==> src/include/tcu_config.svh <==
/*
 * Tensor dot-product unit feature switches
 * Each switch is a 1-bit constant that enables one datapath feature
 */
`ifndef TCU_CONFIG_SVH
`define TCU_CONFIG_SVH

// Set to 1'b1 to keep the INT8 lane products
`define TCU_INT_ENABLE 1'b1

`endif

==> src/hw/tcu_pkg.sv <==
/*
 * Tensor dot-product unit package
 * Format codes, term widths, exception and class records,
 * the dual-view operand word and the format helper
 */
package tcu_pkg;

    // ========================================================================
    // Format codes
    // ========================================================================
    localparam logic [3:0] TCU_FP16_ID = 4'd1;
    localparam logic [3:0] TCU_I8_ID   = 4'd8;

    // ========================================================================
    // Datapath widths
    // ========================================================================
    // Lane terms per request
    localparam int TCK   = 4;
    // Term exponent wide enough for a rebased FP32 C
    localparam int EXP_W = 10;
    // Signed term significand
    localparam int SIG_W = 25;
    // Product significand and accumulator widths set the C exponent offset
    localparam int W     = 22;
    localparam int WA    = 28;
    localparam int SUM_W = 32;
    // Request tag
    localparam int ID_W  = 8;

    // Term bundle FIFO
    localparam int FIFO_DEPTH = 4;
    // fmt + req_id + c_val + per-lane sig, exp and exception bits
    localparam int TERM_W     = 4 + ID_W + 32 + TCK * (SIG_W + EXP_W + 3);

    // ========================================================================
    // Types
    // ========================================================================
    // Special-case summary of one term or of the whole result
    typedef struct packed {
        logic is_nan;
        logic is_inf;
        logic sign;
    } fedp_excep_t;

    // Field classification from tcu_classifier
    typedef struct packed {
        logic is_zero;
        logic is_sub;
        logic is_inf;
        logic is_nan;
    } fedp_class_t;

    // One operand word seen as two FP16 halves or as four INT8 bytes
    typedef union packed {
        logic [1:0][15:0] h;
        logic [3:0][7:0]  b;
    } tcu_word_u;

    // Integer formats sit in the upper half of the code space
    function automatic logic tcu_fmt_is_int(input logic [3:0] fmt);
        return fmt[3];
    endfunction

endpackage

==> src/hw/tcu_term_if.sv <==
/*
 * Term bundle link
 * Carries lane significands, exponents and exceptions plus the request
 * context between pipeline stages under a valid/ready handshake
 */
`timescale 1ns/1ps

interface tcu_term_if;
    import tcu_pkg::*;

    logic                             valid;
    logic                             ready;
    logic [3:0]                       fmt;
    logic [ID_W-1:0]                  req_id;
    logic [31:0]                      c_val;
    // Two's complement significand per lane
    logic [TCK-1:0][SIG_W-1:0]        sig;
    logic [TCK-1:0][EXP_W-1:0]        exp;
    fedp_excep_t [TCK-1:0]            exc;

    // Sending stage owns everything but ready
    modport producer (
        output valid, fmt, req_id, c_val, sig, exp, exc,
        input  ready
    );

    modport consumer (
        input  valid, fmt, req_id, c_val, sig, exp, exc,
        output ready
    );

endinterface

==> src/hw/tcu_classifier.sv <==
/*
 * Floating-point field classifier
 * Flags an exponent/mantissa pair as zero, subnormal, infinity or NaN
 */
`timescale 1ns/1ps

module tcu_classifier #(
    parameter int exp_w = 5,
    parameter int man_w = 10
) (
    input  logic [exp_w-1:0]   exp,
    input  logic [man_w-1:0]   man,
    output tcu_pkg::fedp_class_t cls
);

    logic exp_zero;
    logic exp_max;
    logic man_zero;

    assign exp_zero = (exp == '0);
    // All-ones exponent marks the special encodings
    assign exp_max  = &exp;
    assign man_zero = (man == '0);

    assign cls.is_zero = exp_zero & man_zero;
    assign cls.is_sub  = exp_zero & ~man_zero;
    assign cls.is_inf  = exp_max & man_zero;
    assign cls.is_nan  = exp_max & ~man_zero;

endmodule

==> src/hw/tcu_mul_lanes.sv <==
/*
 * Multiplier lane stage
 * Forms four lane terms per request, FP16 products with exponent and
 * exception flags or INT8 pair sums, and registers them with the context
 */
`timescale 1ns/1ps
`include "tcu_config.svh"

module tcu_mul_lanes (
    input  logic                     clk,
    input  logic                     rst,
    input  logic                     in_valid,
    output logic                     in_ready,
    input  logic [3:0]               fmt,
    input  logic [tcu_pkg::ID_W-1:0] req_id,
    input  logic [63:0]              a,
    input  logic [63:0]              b,
    input  logic [31:0]              c_val,
    tcu_term_if.producer             lane_if
);
    import tcu_pkg::*;

    tcu_word_u [1:0]           a_w;
    tcu_word_u [1:0]           b_w;
    fedp_class_t [TCK-1:0]     cls_a;
    fedp_class_t [TCK-1:0]     cls_b;
    logic [TCK-1:0][SIG_W-1:0] f_sig;
    logic [TCK-1:0][EXP_W-1:0] f_exp;
    fedp_excep_t [TCK-1:0]     f_exc;
    logic [TCK-1:0][SIG_W-1:0] i_sig;
    logic                      is_int;
    logic                      accept;

    // Same 64 bits, decoded per format below
    assign a_w = a;
    assign b_w = b;

    assign is_int = `TCU_INT_ENABLE && tcu_fmt_is_int(fmt);

    // ========================================================================
    // Per-lane arithmetic
    // ========================================================================
    for (genvar i = 0; i < TCK; i++) begin : g_lane
        logic [15:0]        ha;
        logic [15:0]        hb;
        logic [W-1:0]       prod;
        logic               a_zero;
        logic               b_zero;
        logic               p_nan;
        logic signed [15:0] p_lo;
        logic signed [15:0] p_hi;

        // FP16 lane i is half i of the vector
        assign ha = a_w[i/2].h[i%2];
        assign hb = b_w[i/2].h[i%2];

        tcu_classifier #(
            .exp_w (5),
            .man_w (10)
        ) u_cls_a (
            .exp (ha[14:10]),
            .man (ha[9:0]),
            .cls (cls_a[i])
        );

        tcu_classifier #(
            .exp_w (5),
            .man_w (10)
        ) u_cls_b (
            .exp (hb[14:10]),
            .man (hb[9:0]),
            .cls (cls_b[i])
        );

        // Subnormals flush to zero
        assign a_zero = cls_a[i].is_zero | cls_a[i].is_sub;
        assign b_zero = cls_b[i].is_zero | cls_b[i].is_sub;

        // 11x11 significand product with hidden bits
        assign prod = {1'b1, ha[9:0]} * {1'b1, hb[9:0]};

        // Signed term carrying the XOR of the operand signs
        assign f_sig[i] = (a_zero | b_zero) ? '0 :
                          (ha[15] ^ hb[15]) ? -SIG_W'(prod) : SIG_W'(prod);
        // Sum of biased exponents
        assign f_exp[i] = (a_zero | b_zero) ? '0 :
                          EXP_W'(ha[14:10]) + EXP_W'(hb[14:10]);

        // NaN in, or Inf times zero
        assign p_nan = cls_a[i].is_nan | cls_b[i].is_nan |
                       (cls_a[i].is_inf & b_zero) | (cls_b[i].is_inf & a_zero);
        assign f_exc[i].is_nan = p_nan;
        assign f_exc[i].is_inf = (cls_a[i].is_inf | cls_b[i].is_inf) & ~p_nan;
        assign f_exc[i].sign   = ha[15] ^ hb[15];

        // INT8 lane i pairs bytes 2i and 2i+1
        assign p_lo = $signed(a_w[i/2].b[(2*i)%4]) * $signed(b_w[i/2].b[(2*i)%4]);
        assign p_hi = $signed(a_w[i/2].b[(2*i+1)%4]) * $signed(b_w[i/2].b[(2*i+1)%4]);
        assign i_sig[i] = SIG_W'(p_lo) + SIG_W'(p_hi);
    end

    // ========================================================================
    // Output register
    // ========================================================================
    // Stage is free when empty or draining this cycle
    assign in_ready = !lane_if.valid || lane_if.ready;
    assign accept   = in_valid && in_ready;

    always_ff @(posedge clk) begin
        if (rst) begin
            lane_if.valid <= 1'b0;
        end else if (accept) begin
            lane_if.valid <= 1'b1;
        end else if (lane_if.ready) begin
            lane_if.valid <= 1'b0;
        end
    end

    always_ff @(posedge clk) begin
        if (accept) begin
            lane_if.fmt    <= fmt;
            lane_if.req_id <= req_id;
            lane_if.c_val  <= c_val;
            lane_if.sig    <= is_int ? i_sig : f_sig;
            // integer terms carry no exponent or special flags
            lane_if.exp    <= is_int ? '0 : f_exp;
            lane_if.exc    <= is_int ? '0 : f_exc;
        end
    end

endmodule

==> src/hw/tcu_term_fifo.sv <==
/*
 * Term bundle FIFO
 * Four-entry circular buffer between the lane stage and the accumulator
 */
`timescale 1ns/1ps

module tcu_term_fifo (
    input  logic         clk,
    input  logic         rst,
    tcu_term_if.consumer lane_if,
    tcu_term_if.producer join_if
);
    import tcu_pkg::*;

    logic [TERM_W-1:0]                   mem [FIFO_DEPTH];
    logic [$clog2(FIFO_DEPTH)-1:0]       wr_ptr;
    logic [$clog2(FIFO_DEPTH)-1:0]       rd_ptr;
    logic [$clog2(FIFO_DEPTH+1)-1:0]     count;
    logic                                full;
    logic                                wr_en;
    logic                                rd_en;

    assign full  = (count == FIFO_DEPTH);
    assign wr_en = lane_if.valid && lane_if.ready;
    assign rd_en = join_if.valid && join_if.ready;

    // Back-pressure to the lane stage
    assign lane_if.ready = !full;
    assign join_if.valid = (count != '0);

    // Head entry unpacked straight onto the outgoing link
    assign {join_if.fmt, join_if.req_id, join_if.c_val,
            join_if.sig, join_if.exp, join_if.exc} = mem[rd_ptr];

    always_ff @(posedge clk) begin
        if (wr_en) begin
            mem[wr_ptr] <= {lane_if.fmt, lane_if.req_id, lane_if.c_val,
                            lane_if.sig, lane_if.exp, lane_if.exc};
        end
    end

    // Pointers wrap naturally at depth four
    always_ff @(posedge clk) begin
        if (rst) begin
            wr_ptr <= '0;
            rd_ptr <= '0;
            count  <= '0;
        end else begin
            if (wr_en) wr_ptr <= wr_ptr + 1'b1;
            if (rd_en) rd_ptr <= rd_ptr + 1'b1;
            count <= count + wr_en - rd_en;
        end
    end

    // Full with no drain keeps the write side frozen
    a_no_write_full: assert property (@(posedge clk) disable iff (rst)
        full && !rd_en |=> full && $stable(wr_ptr));

    // Stalled head entry is held whole for the accumulator
    a_head_stable: assert property (@(posedge clk) disable iff (rst)
        join_if.valid && !join_if.ready |=>
            join_if.valid && $stable(join_if.fmt) && $stable(join_if.req_id) &&
            $stable(join_if.c_val) && $stable(join_if.sig) &&
            $stable(join_if.exp) && $stable(join_if.exc));

endmodule

==> src/hw/tcu_mul_join.sv <==
/*
 * Term join logic
 * Selects lane fields by format, builds the C term at index TCK and
 * reduces lane and C exceptions into one result flag set
 */
`timescale 1ns/1ps
`include "tcu_config.svh"

module tcu_mul_join (
    input  logic [3:0]                                  fmt,
    input  logic [31:0]                                 c_val,
    input  logic [tcu_pkg::TCK-1:0][tcu_pkg::SIG_W-1:0] sig,
    input  logic [tcu_pkg::TCK-1:0][tcu_pkg::EXP_W-1:0] exp,
    input  tcu_pkg::fedp_excep_t [tcu_pkg::TCK-1:0]     exc,
    output logic [tcu_pkg::TCK:0][tcu_pkg::SIG_W-1:0]   sig_out,
    output logic [tcu_pkg::TCK:0][tcu_pkg::EXP_W-1:0]   exp_out,
    output tcu_pkg::fedp_excep_t                        exc_out
);
    import tcu_pkg::*;

    logic [TCK-1:0][SIG_W-1:0] sig_sel;
    logic [TCK-1:0][EXP_W-1:0] exp_sel;
    fedp_excep_t [TCK-1:0]     exc_sel;
    fedp_class_t               cls_c;
    logic                      c_is_int;
    logic                      c_zero;
    logic [SIG_W-1:0]          c_sig;
    logic [EXP_W-1:0]          c_exp;
    logic [TCK-1:0]            pos_inf;
    logic [TCK-1:0]            neg_inf;
    logic                      has_pos;
    logic                      has_neg;

    // ========================================================================
    // Lane path select
    // ========================================================================
    always_comb begin
        case (fmt)
            TCU_FP16_ID: begin
                sig_sel = sig;
                exp_sel = exp;
                exc_sel = exc;
            end
            TCU_I8_ID: begin
                // Pair sums only, no exponent alignment
                sig_sel = `TCU_INT_ENABLE ? sig : '0;
                exp_sel = '0;
                exc_sel = '0;
            end
            default: begin
                sig_sel = '0;
                exp_sel = '0;
                exc_sel = '0;
            end
        endcase
    end

    // ========================================================================
    // C term
    // ========================================================================
    tcu_classifier #(
        .exp_w (8),
        .man_w (23)
    ) u_cls_c (
        .exp (c_val[30:23]),
        .man (c_val[22:0]),
        .cls (cls_c)
    );

    assign c_is_int = tcu_fmt_is_int(fmt);
    // Subnormal C flushes to zero
    assign c_zero   = cls_c.is_zero | cls_c.is_sub;

    // Raw integer, or hidden bit plus sign applied as two's complement
    assign c_sig = c_is_int ? c_val[SIG_W-1:0] :
                   c_zero   ? '0 :
                   c_val[31] ? -SIG_W'({1'b1, c_val[22:0]}) : SIG_W'({1'b1, c_val[22:0]});

    // Rebase onto the product exponent scale
    assign c_exp = (c_is_int || c_zero) ? '0 :
                   EXP_W'(c_val[30:23]) + EXP_W'(WA - 1) - EXP_W'(W - 1) + EXP_W'(128);

    assign sig_out = {c_sig, sig_sel};
    assign exp_out = {c_exp, exp_sel};

    // ========================================================================
    // Exception reduction
    // ========================================================================
    for (genvar i = 0; i < TCK; i++) begin : g_inf
        assign pos_inf[i] = exc_sel[i].is_inf & ~exc_sel[i].sign;
        assign neg_inf[i] = exc_sel[i].is_inf &  exc_sel[i].sign;
    end

    // Integer C never counts as a special value
    assign has_pos = (|pos_inf) | (~c_is_int & cls_c.is_inf & ~c_val[31]);
    assign has_neg = (|neg_inf) | (~c_is_int & cls_c.is_inf &  c_val[31]);

    // Any NaN, or opposite infinities meeting in the sum
    always_comb begin
        exc_out.is_nan = (|{exc_sel[0].is_nan, exc_sel[1].is_nan,
                            exc_sel[2].is_nan, exc_sel[3].is_nan})
                       | (~c_is_int & cls_c.is_nan)
                       | (has_pos & has_neg);
        exc_out.is_inf = (has_pos | has_neg) & ~exc_out.is_nan;
        exc_out.sign   = has_neg & ~has_pos;
    end

endmodule

==> src/hw/tcu_dot_accum.sv <==
/*
 * Dot-product accumulator
 * Joins lane and C terms, aligns them to the largest exponent, adds them
 * and holds the result under the output handshake
 */
`timescale 1ns/1ps

module tcu_dot_accum (
    input  logic                             clk,
    input  logic                             rst,
    tcu_term_if.consumer                     join_if,
    output logic                             out_valid,
    input  logic                             out_ready,
    output logic [tcu_pkg::ID_W-1:0]         out_id,
    output logic signed [tcu_pkg::SUM_W-1:0] out_sum,
    output logic [tcu_pkg::EXP_W-1:0]        out_exp,
    output logic                             out_nan,
    output logic                             out_inf,
    output logic                             out_sign
);
    import tcu_pkg::*;

    logic [TCK:0][SIG_W-1:0]   t_sig;
    logic [TCK:0][EXP_W-1:0]   t_exp;
    fedp_excep_t               t_exc;
    logic                      is_int;
    logic                      xfer;
    logic [EXP_W-1:0]          max_exp;
    logic signed [SUM_W-1:0]   sum;
    logic signed [SUM_W-1:0]   term;

    tcu_mul_join u_join (
        .fmt     (join_if.fmt),
        .c_val   (join_if.c_val),
        .sig     (join_if.sig),
        .exp     (join_if.exp),
        .exc     (join_if.exc),
        .sig_out (t_sig),
        .exp_out (t_exp),
        .exc_out (t_exc)
    );

    assign is_int = tcu_fmt_is_int(join_if.fmt);

    // ========================================================================
    // Alignment and sum
    // ========================================================================
    // Largest exponent over lanes and C
    always_comb begin
        max_exp = '0;
        for (int i = 0; i <= TCK; i++) begin
            if (t_exp[i] > max_exp) max_exp = t_exp[i];
        end
    end

    // Arithmetic right shift truncates toward negative infinity
    always_comb begin
        sum  = '0;
        term = '0;
        for (int i = 0; i <= TCK; i++) begin
            term = SUM_W'($signed(t_sig[i]));
            if (!is_int) term = term >>> (max_exp - t_exp[i]);
            sum = sum + term;
        end
    end

    // ========================================================================
    // Result register
    // ========================================================================
    assign join_if.ready = !out_valid || out_ready;
    assign xfer          = join_if.valid && join_if.ready;

    always_ff @(posedge clk) begin
        if (rst) begin
            out_valid <= 1'b0;
        end else if (xfer) begin
            out_valid <= 1'b1;
        end else if (out_ready) begin
            out_valid <= 1'b0;
        end
    end

    always_ff @(posedge clk) begin
        if (xfer) begin
            out_id   <= join_if.req_id;
            out_sum  <= sum;
            out_exp  <= is_int ? '0 : max_exp;
            out_nan  <= t_exc.is_nan;
            out_inf  <= t_exc.is_inf;
            out_sign <= t_exc.sign;
        end
    end

    // Every result start traces back to an accepted bundle
    a_out_from_xfer: assert property (@(posedge clk) disable iff (rst)
        $rose(out_valid) |-> $past(join_if.valid && join_if.ready));

endmodule

==> src/hw/tcu_dot_top.sv <==
/*
 * Tensor dot-product unit top level
 * Lane stage, term FIFO and accumulator behind plain streaming ports
 */
`timescale 1ns/1ps

module tcu_dot_top (
    input  logic                             clk,
    input  logic                             rst,
    input  logic                             in_valid,
    output logic                             in_ready,
    input  logic [3:0]                       in_fmt,
    input  logic [tcu_pkg::ID_W-1:0]         in_id,
    input  logic [63:0]                      in_a,
    input  logic [63:0]                      in_b,
    input  logic [31:0]                      in_c,
    output logic                             out_valid,
    input  logic                             out_ready,
    output logic [tcu_pkg::ID_W-1:0]         out_id,
    output logic signed [tcu_pkg::SUM_W-1:0] out_sum,
    output logic [tcu_pkg::EXP_W-1:0]        out_exp,
    output logic                             out_nan,
    output logic                             out_inf,
    output logic                             out_sign
);

    // Lane stage to FIFO, FIFO to accumulator
    tcu_term_if lane_if ();
    tcu_term_if join_if ();

    tcu_mul_lanes u_lanes (
        .clk      (clk),
        .rst      (rst),
        .in_valid (in_valid),
        .in_ready (in_ready),
        .fmt      (in_fmt),
        .req_id   (in_id),
        .a        (in_a),
        .b        (in_b),
        .c_val    (in_c),
        .lane_if  (lane_if.producer)
    );

    tcu_term_fifo u_fifo (
        .clk     (clk),
        .rst     (rst),
        .lane_if (lane_if.consumer),
        .join_if (join_if.producer)
    );

    tcu_dot_accum u_accum (
        .clk       (clk),
        .rst       (rst),
        .join_if   (join_if.consumer),
        .out_valid (out_valid),
        .out_ready (out_ready),
        .out_id    (out_id),
        .out_sum   (out_sum),
        .out_exp   (out_exp),
        .out_nan   (out_nan),
        .out_inf   (out_inf),
        .out_sign  (out_sign)
    );

endmodule

==> config.mk <==
export PLATFORM = sky130hd
export DESIGN_NAME = tcu_dot_top
export DESIGN_NICKNAME = d
export VERILOG_FILES = /design/src/hw/tcu_pkg.sv /design/src/hw/tcu_term_if.sv /design/src/hw/tcu_classifier.sv /design/src/hw/tcu_mul_lanes.sv /design/src/hw/tcu_term_fifo.sv /design/src/hw/tcu_mul_join.sv /design/src/hw/tcu_dot_accum.sv /design/src/hw/tcu_dot_top.sv
export VERILOG_INCLUDE_DIRS = /design/src /design/src/include
export SDC_FILE = /design/constraint.sdc
export NUM_CORES = 2
export LEC_CHECK = 0
export BUFFER_PORTS_ARGS = -buffer_cell sky130_fd_sc_hd__buf_4
export CAP_MARGIN = 15
export CORE_ASPECT_RATIO = 0.9
export CORE_MARGIN = 5
export CORE_UTILIZATION = 45
export DETAILED_ROUTE_END_ITERATION = 6
export PLACE_DENSITY = 0.65
export SETUP_SLACK_MARGIN = 0.4
export SLEW_MARGIN = 10
export SYNTH_ARGS = -nofsm -noshare
export SYNTH_HDL_FRONTEND = slang
export SYNTH_SLANG_ARGS = --single-unit
==> constraint.sdc <==
create_clock -name clk -period 21.5 [get_ports clk]
set_clock_uncertainty 0.2 [all_clocks]
set_input_delay 2.15 -clock clk [delete_from_list [all_inputs] [get_ports clk]]
set_output_delay 2.15 -clock clk [all_outputs]
set_load 0.005 [all_outputs]
==> report_table.html <==
<table>
<tr><th>Metric</th><th>Value</th></tr>
<tr><th colspan="2">Status</th></tr>
<tr><td>Run status</td><td>finished with violations</td></tr>
<tr><td>Violated checks</td><td>DRC</td></tr>
<tr><th colspan="2">Placement</th></tr>
<tr><td>Final GP Congestion</td><td>0.969</td></tr>
<tr><td>Total half-perimeter wirelength after legalization and detailed placement</td><td>200000 um</td></tr>
<tr><td>Number of placed cells counting well taps</td><td>10700</td></tr>
<tr><td>Number of I/O port buffers</td><td>approximately 230</td></tr>
<tr><th colspan="2">Worst setup path</th></tr>
<tr><td>Capture point of the worst reg-to-reg path</td><td>u_accum.out_sum[26]</td></tr>
<tr><td>Register-to-register setup slack</td><td>approximately 2500 ps</td></tr>
<tr><td>Arr. time, crit path</td><td>19240 ps</td></tr>
<tr><td>Max incr delay on CP</td><td>940 ps</td></tr>
<tr><td>Worst Setup Path Type</td><td>flop to flop</td></tr>
<tr><td>Worst reg2reg path depth</td><td>61</td></tr>
<tr><td>Required time reported for the critical path endpoint</td><td>21750 ps</td></tr>
<tr><td>Biggest fanout along the worst timing path</td><td>43</td></tr>
<tr><td>Slowest-stage cell, CP</td><td>a222oi_1</td></tr>
<tr><td>Critical path capture point type</td><td>flop</td></tr>
<tr><td>Startpoint class of the critical path</td><td>flop</td></tr>
<tr><td>Most Frequent Cell on Critical Path</td><td>o21ai_0</td></tr>
<tr><td>CP Capture Point</td><td>u_accum.out_sum[26]</td></tr>
<tr><th colspan="2">Layout</th></tr>
<tr><td>Filler cell count in the final layout</td><td>roughly 18000</td></tr>
<tr><td>Top library cells by usage in the layout, fill and taps aside</td><td>inv_1 (1325), fa_1 (979), edfxtp_1 (952)</td></tr>
<tr><td>Area growth from synthesis to final layout</td><td>8.39%</td></tr>
<tr><td>Fraction of final layout cells with drive strength greater than 1</td><td>9.23%</td></tr>
<tr><td>Filler-free cell count of the finished design</td><td>approximately 11000</td></tr>
<tr><td>Fin nets</td><td>around 10000</td></tr>
<tr><td>Most common cell after layout, fill and taps aside</td><td>inv_1</td></tr>
<tr><td>Antenna diode count</td><td>0</td></tr>
<tr><th colspan="2">Hold path</th></tr>
<tr><td>Number of cells on the worst hold path</td><td>0</td></tr>
<tr><td>Type of the tightest min-delay check</td><td>flop to flop</td></tr>
<tr><th colspan="2">Timing</th></tr>
<tr><td>Final clock period utilization by the worst path</td><td>between 80% and 90%</td></tr>
<tr><td>Worst Tran Pin Value</td><td>roughly 1200 ps</td></tr>
<tr><td>Total setup violations reported at the end of the flow</td><td>0</td></tr>
<tr><td>Final Slew Violations</td><td>0</td></tr>
<tr><td>Top achievable clock speed</td><td>52.7 MHz</td></tr>
<tr><td>Fin crit period</td><td>between 15000 and 20000 ps</td></tr>
<tr><td>Unrepaired setup endpoints after global routing</td><td>false</td></tr>
<tr><td>Setup TNS</td><td>0 ps</td></tr>
<tr><td>Count of endpoints failing hold in the final timing report</td><td>0</td></tr>
<tr><td>Final-layout worst hold slack</td><td>between 200 and 300 ps</td></tr>
<tr><td>Remaining max-slew budget at the tightest pin</td><td>roughly a fifth</td></tr>
<tr><th colspan="2">Yosys</th></tr>
<tr><td>Post-synthesis sequential area ratio</td><td>between 30% and 40%</td></tr>
<tr><td>Unique masters post-synth</td><td>96</td></tr>
<tr><td>Synthesized flop and latch total</td><td>~960</td></tr>
<tr><td>Fraction of post-synthesis cell area in the top cell type by area</td><td>roughly a third</td></tr>
<tr><td>Cell count after synthesis</td><td>approximately 8200</td></tr>
<tr><td>Xor and xnor fraction of the mapped netlist area</td><td>approximately 3.2%</td></tr>
<tr><td>Dominant register cell in the synthesized netlist</td><td>edfxtp_1</td></tr>
<tr><td>Post-synth net total</td><td>~9900</td></tr>
<tr><td>Number of enable-type register cells in the synthesized netlist</td><td>~950</td></tr>
<tr><td>Yosys warns</td><td>0</td></tr>
<tr><td>Adder and majority cell fraction of the synthesized area</td><td>between 20% and 30%</td></tr>
<tr><td>Proportion of synthesized area in mux cells</td><td>6.47%</td></tr>
<tr><td>Compound-cell area share of the yosys netlist</td><td>9.77%</td></tr>
<tr><td>Combined area of all synthesized cells</td><td>a little under 90000 um2</td></tr>
<tr><td>Largest area contributor in the synthesized netlist</td><td>edfxtp_1</td></tr>
<tr><td>Simple-gate share of the synthesized area</td><td>approximately 11%</td></tr>
<tr><td>Post-synthesis async set-or-reset flop share</td><td>0%</td></tr>
<tr><td>Avg Inst Size Synth</td><td>~11 um2</td></tr>
<tr><td>Main combinational cell family by area after synthesis</td><td>adder cells</td></tr>
<tr><td>Cell types occupying the most area after synthesis</td><td>edfxtp_1 (32%), fa_1 (22%), ha_1 (7.9%), inv_1 (5.6%), mux4_2 (4.5%)</td></tr>
<tr><th colspan="2">Floorplanning</th></tr>
<tr><td>Vertical die dimension</td><td>432 um</td></tr>
<tr><td>Row count</td><td>between 150 and 200</td></tr>
<tr><td>Die outline width</td><td>~480 um</td></tr>
<tr><td>Starting Density</td><td>a little under half</td></tr>
<tr><td># IOs</td><td>231</td></tr>
<tr><td>Die Outline Area</td><td>just over 200000 um2</td></tr>
<tr><td>Core region area</td><td>slightly below 200000 um2</td></tr>
<tr><th colspan="2">Clocking</th></tr>
<tr><td>Maximum clock path buffer count</td><td>3</td></tr>
<tr><td>Later-pin clock latency in the skew report</td><td>approximately 740 ps</td></tr>
<tr><td>H-tree depth</td><td>3</td></tr>
<tr><td>Number of clock buffers inserted by TritonCTS</td><td>96</td></tr>
<tr><td>Clock Root Buffer</td><td>clkbuf_16</td></tr>
<tr><td>Clock sink total</td><td>963</td></tr>
<tr><td>Clock tree from TritonCTS</td><td>built</td></tr>
<tr><td>Post-CTS setup-driven buffer insertion count</td><td>0</td></tr>
<tr><td>Clock input transition at the sequential cells of the worst setup and hold paths</td><td>approximately 70 ps</td></tr>
<tr><td>Number of hold buffers added after CTS</td><td>0</td></tr>
<tr><td>Gates resized, CTS repair</td><td>0</td></tr>
<tr><th colspan="2">Global route</th></tr>
<tr><td>First-pass GRT wire length</td><td>394000 um</td></tr>
<tr><td>Maximum number of pins on one net before global-route repair</td><td>65</td></tr>
<tr><td>Initial antenna violation count</td><td>2</td></tr>
<tr><td>Vias in the first global route</td><td>~64000</td></tr>
<tr><td>Overflow left after global routing</td><td>0</td></tr>
<tr><td>Combined global-route utilization of all metal layers</td><td>approximately a quarter</td></tr>
<tr><th colspan="2">Job</th></tr>
<tr><td>Max-cap viol count</td><td>0</td></tr>
<tr><th colspan="2">Drt</th></tr>
<tr><td>Via/cell ratio</td><td>roughly 5.7</td></tr>
<tr><td>First-iteration detailed-routing DRC count</td><td>5664</td></tr>
<tr><td>Residual DRC count</td><td>1</td></tr>
<tr><td>Post-detailed-route wirelength per cell</td><td>about 23 um</td></tr>
<tr><td>Final ANT Viol Nets</td><td>0</td></tr>
<tr><td>Iteration count of the initial detailed-routing pass</td><td>7</td></tr>
<tr><td>WL final</td><td>256000 um</td></tr>
<tr><td>Via total after detailed routing</td><td>~63000</td></tr>
</table>
-- Yosys cell counts (all sizes together), types with 16 or more instances --
cell,n
a211oi,50
a21boi,16
a21o,53
a21oi,372
a221oi,23
a22o,17
a31oi,65
and2,441
and3,35
buf,73
clkbuf,265
edfxtp,952
fa,979
ha,564
inv,1330
mux2,56
mux2i,109
mux4,179
nand2,549
nand2b,47
nand3,110
nand4,17
nor2,446
nor2b,67
nor3,112
nor4,58
o211ai,68
o21a,45
o21ai,309
o21bai,37
o221ai,16
o22ai,68
o31ai,38
or2,21
or3,21
or4,22
xnor2,230
xor2,94
-- per-stage QoR --
| stage | utilization [%] | area (um2) | worst slack (ps) |
|---|---|---|---|
| final | 49.1 | 96400 | 2510 |
| after global routing | 49.1 | 96400 | 1240 |
| after CTS | 49.1 | 96400 | 2810 |
| after detailed placement | 47.5 | 93200 | 2930 |
| after global placement | 47.5 | 93200 | 2730 |
| after floorplan | - | 88900 | 5960 |
-- area by class of cell --
class,count,area [um2],share of cell area [%]
inverters,1333,5000,5.19
flip-flops and latches,963,28800,29.9
well taps,2574,3220,3.34
clock inverters,58,624,0.648
repair buffers,311,2340,2.43
clock buffers,121,2560,2.66
multi-input cells,5543,53800,55.8
-- cells by family (layout without fill, tap and decap cells) --
kind of cell	after synthesis	count (layout)
muxes	344	344
xor gates and xnor gates	325	325
adders and majority gates	1544	1544
buffers and inverters	1671	1823
AOI/OAI and AO/OA	1354	1354
other	1	1
DFF	963	963
and+or+nand+nor	1975	1975
-- how the worst min path moves through the flow --
stage	startpoint	endpoint	slack, ps
after floorplan	u_lanes.lane_if.exc[0]	u_fifo.mem[0][0]	260
after global placement	u_lanes.lane_if.sig[12]	u_fifo.mem[2][48]	270
after detailed placement	u_lanes.lane_if.sig[63]	u_fifo.mem[1][99]	280
after CTS	u_lanes.lane_if.sig[66]	u_fifo.mem[3][102]	290
after global routing	u_lanes.lane_if.sig[66]	u_fifo.mem[2][102]	300
final	u_lanes.lane_if.sig[25]	u_fifo.mem[1][61]	290
-- routing by layer --
layer | routed length (um) | GRT usage [%] | vias to the layer above
met3 | 18500 | 3.78 | 320
li1 | - | - | 28000
met4 | 5930 | 5.33 | 0
met1 | 115000 | 36.6 | 31800
met5 | 0 | 0 | -
met2 | 116000 | 38.6 | 2424
-- flip-flops by register name (all words and copies together) (netlist names), named ones only --
signal	cells
u_accum.out_id	8
u_accum.out_valid	1
u_lanes.lane_if.exc	12
u_fifo.wr_ptr	2
u_fifo.rd_ptr	2
u_lanes.lane_if.c_val	32
u_fifo.count	3
u_lanes.lane_if.sig	100
u_lanes.lane_if.exp	24
u_accum.out_inf	1
u_lanes.lane_if.fmt	4
u_lanes.lane_if.valid	1
u_accum.out_sign	1
u_accum.out_exp	9
u_accum.out_nan	1
u_fifo.mem	720
u_accum.out_sum	32
u_lanes.lane_if.req_id	8
-- critical path, delay by kind of cell, from the launching register on --
kind	cells	cell delay (ps)
AO/OA/AOI/OAI	33	9970
XOR/XNOR	1	150
adder cells (fa/ha/maj)	10	3450
buffers and inverters	4	310
flip-flops	1	780
multiplexers	2	1160
AND/OR/NAND/NOR	11	2640
Power is left out: the tool's default activity adds up to more than one toggle a clock period on the data nets, which glitch-free logic cannot reach.
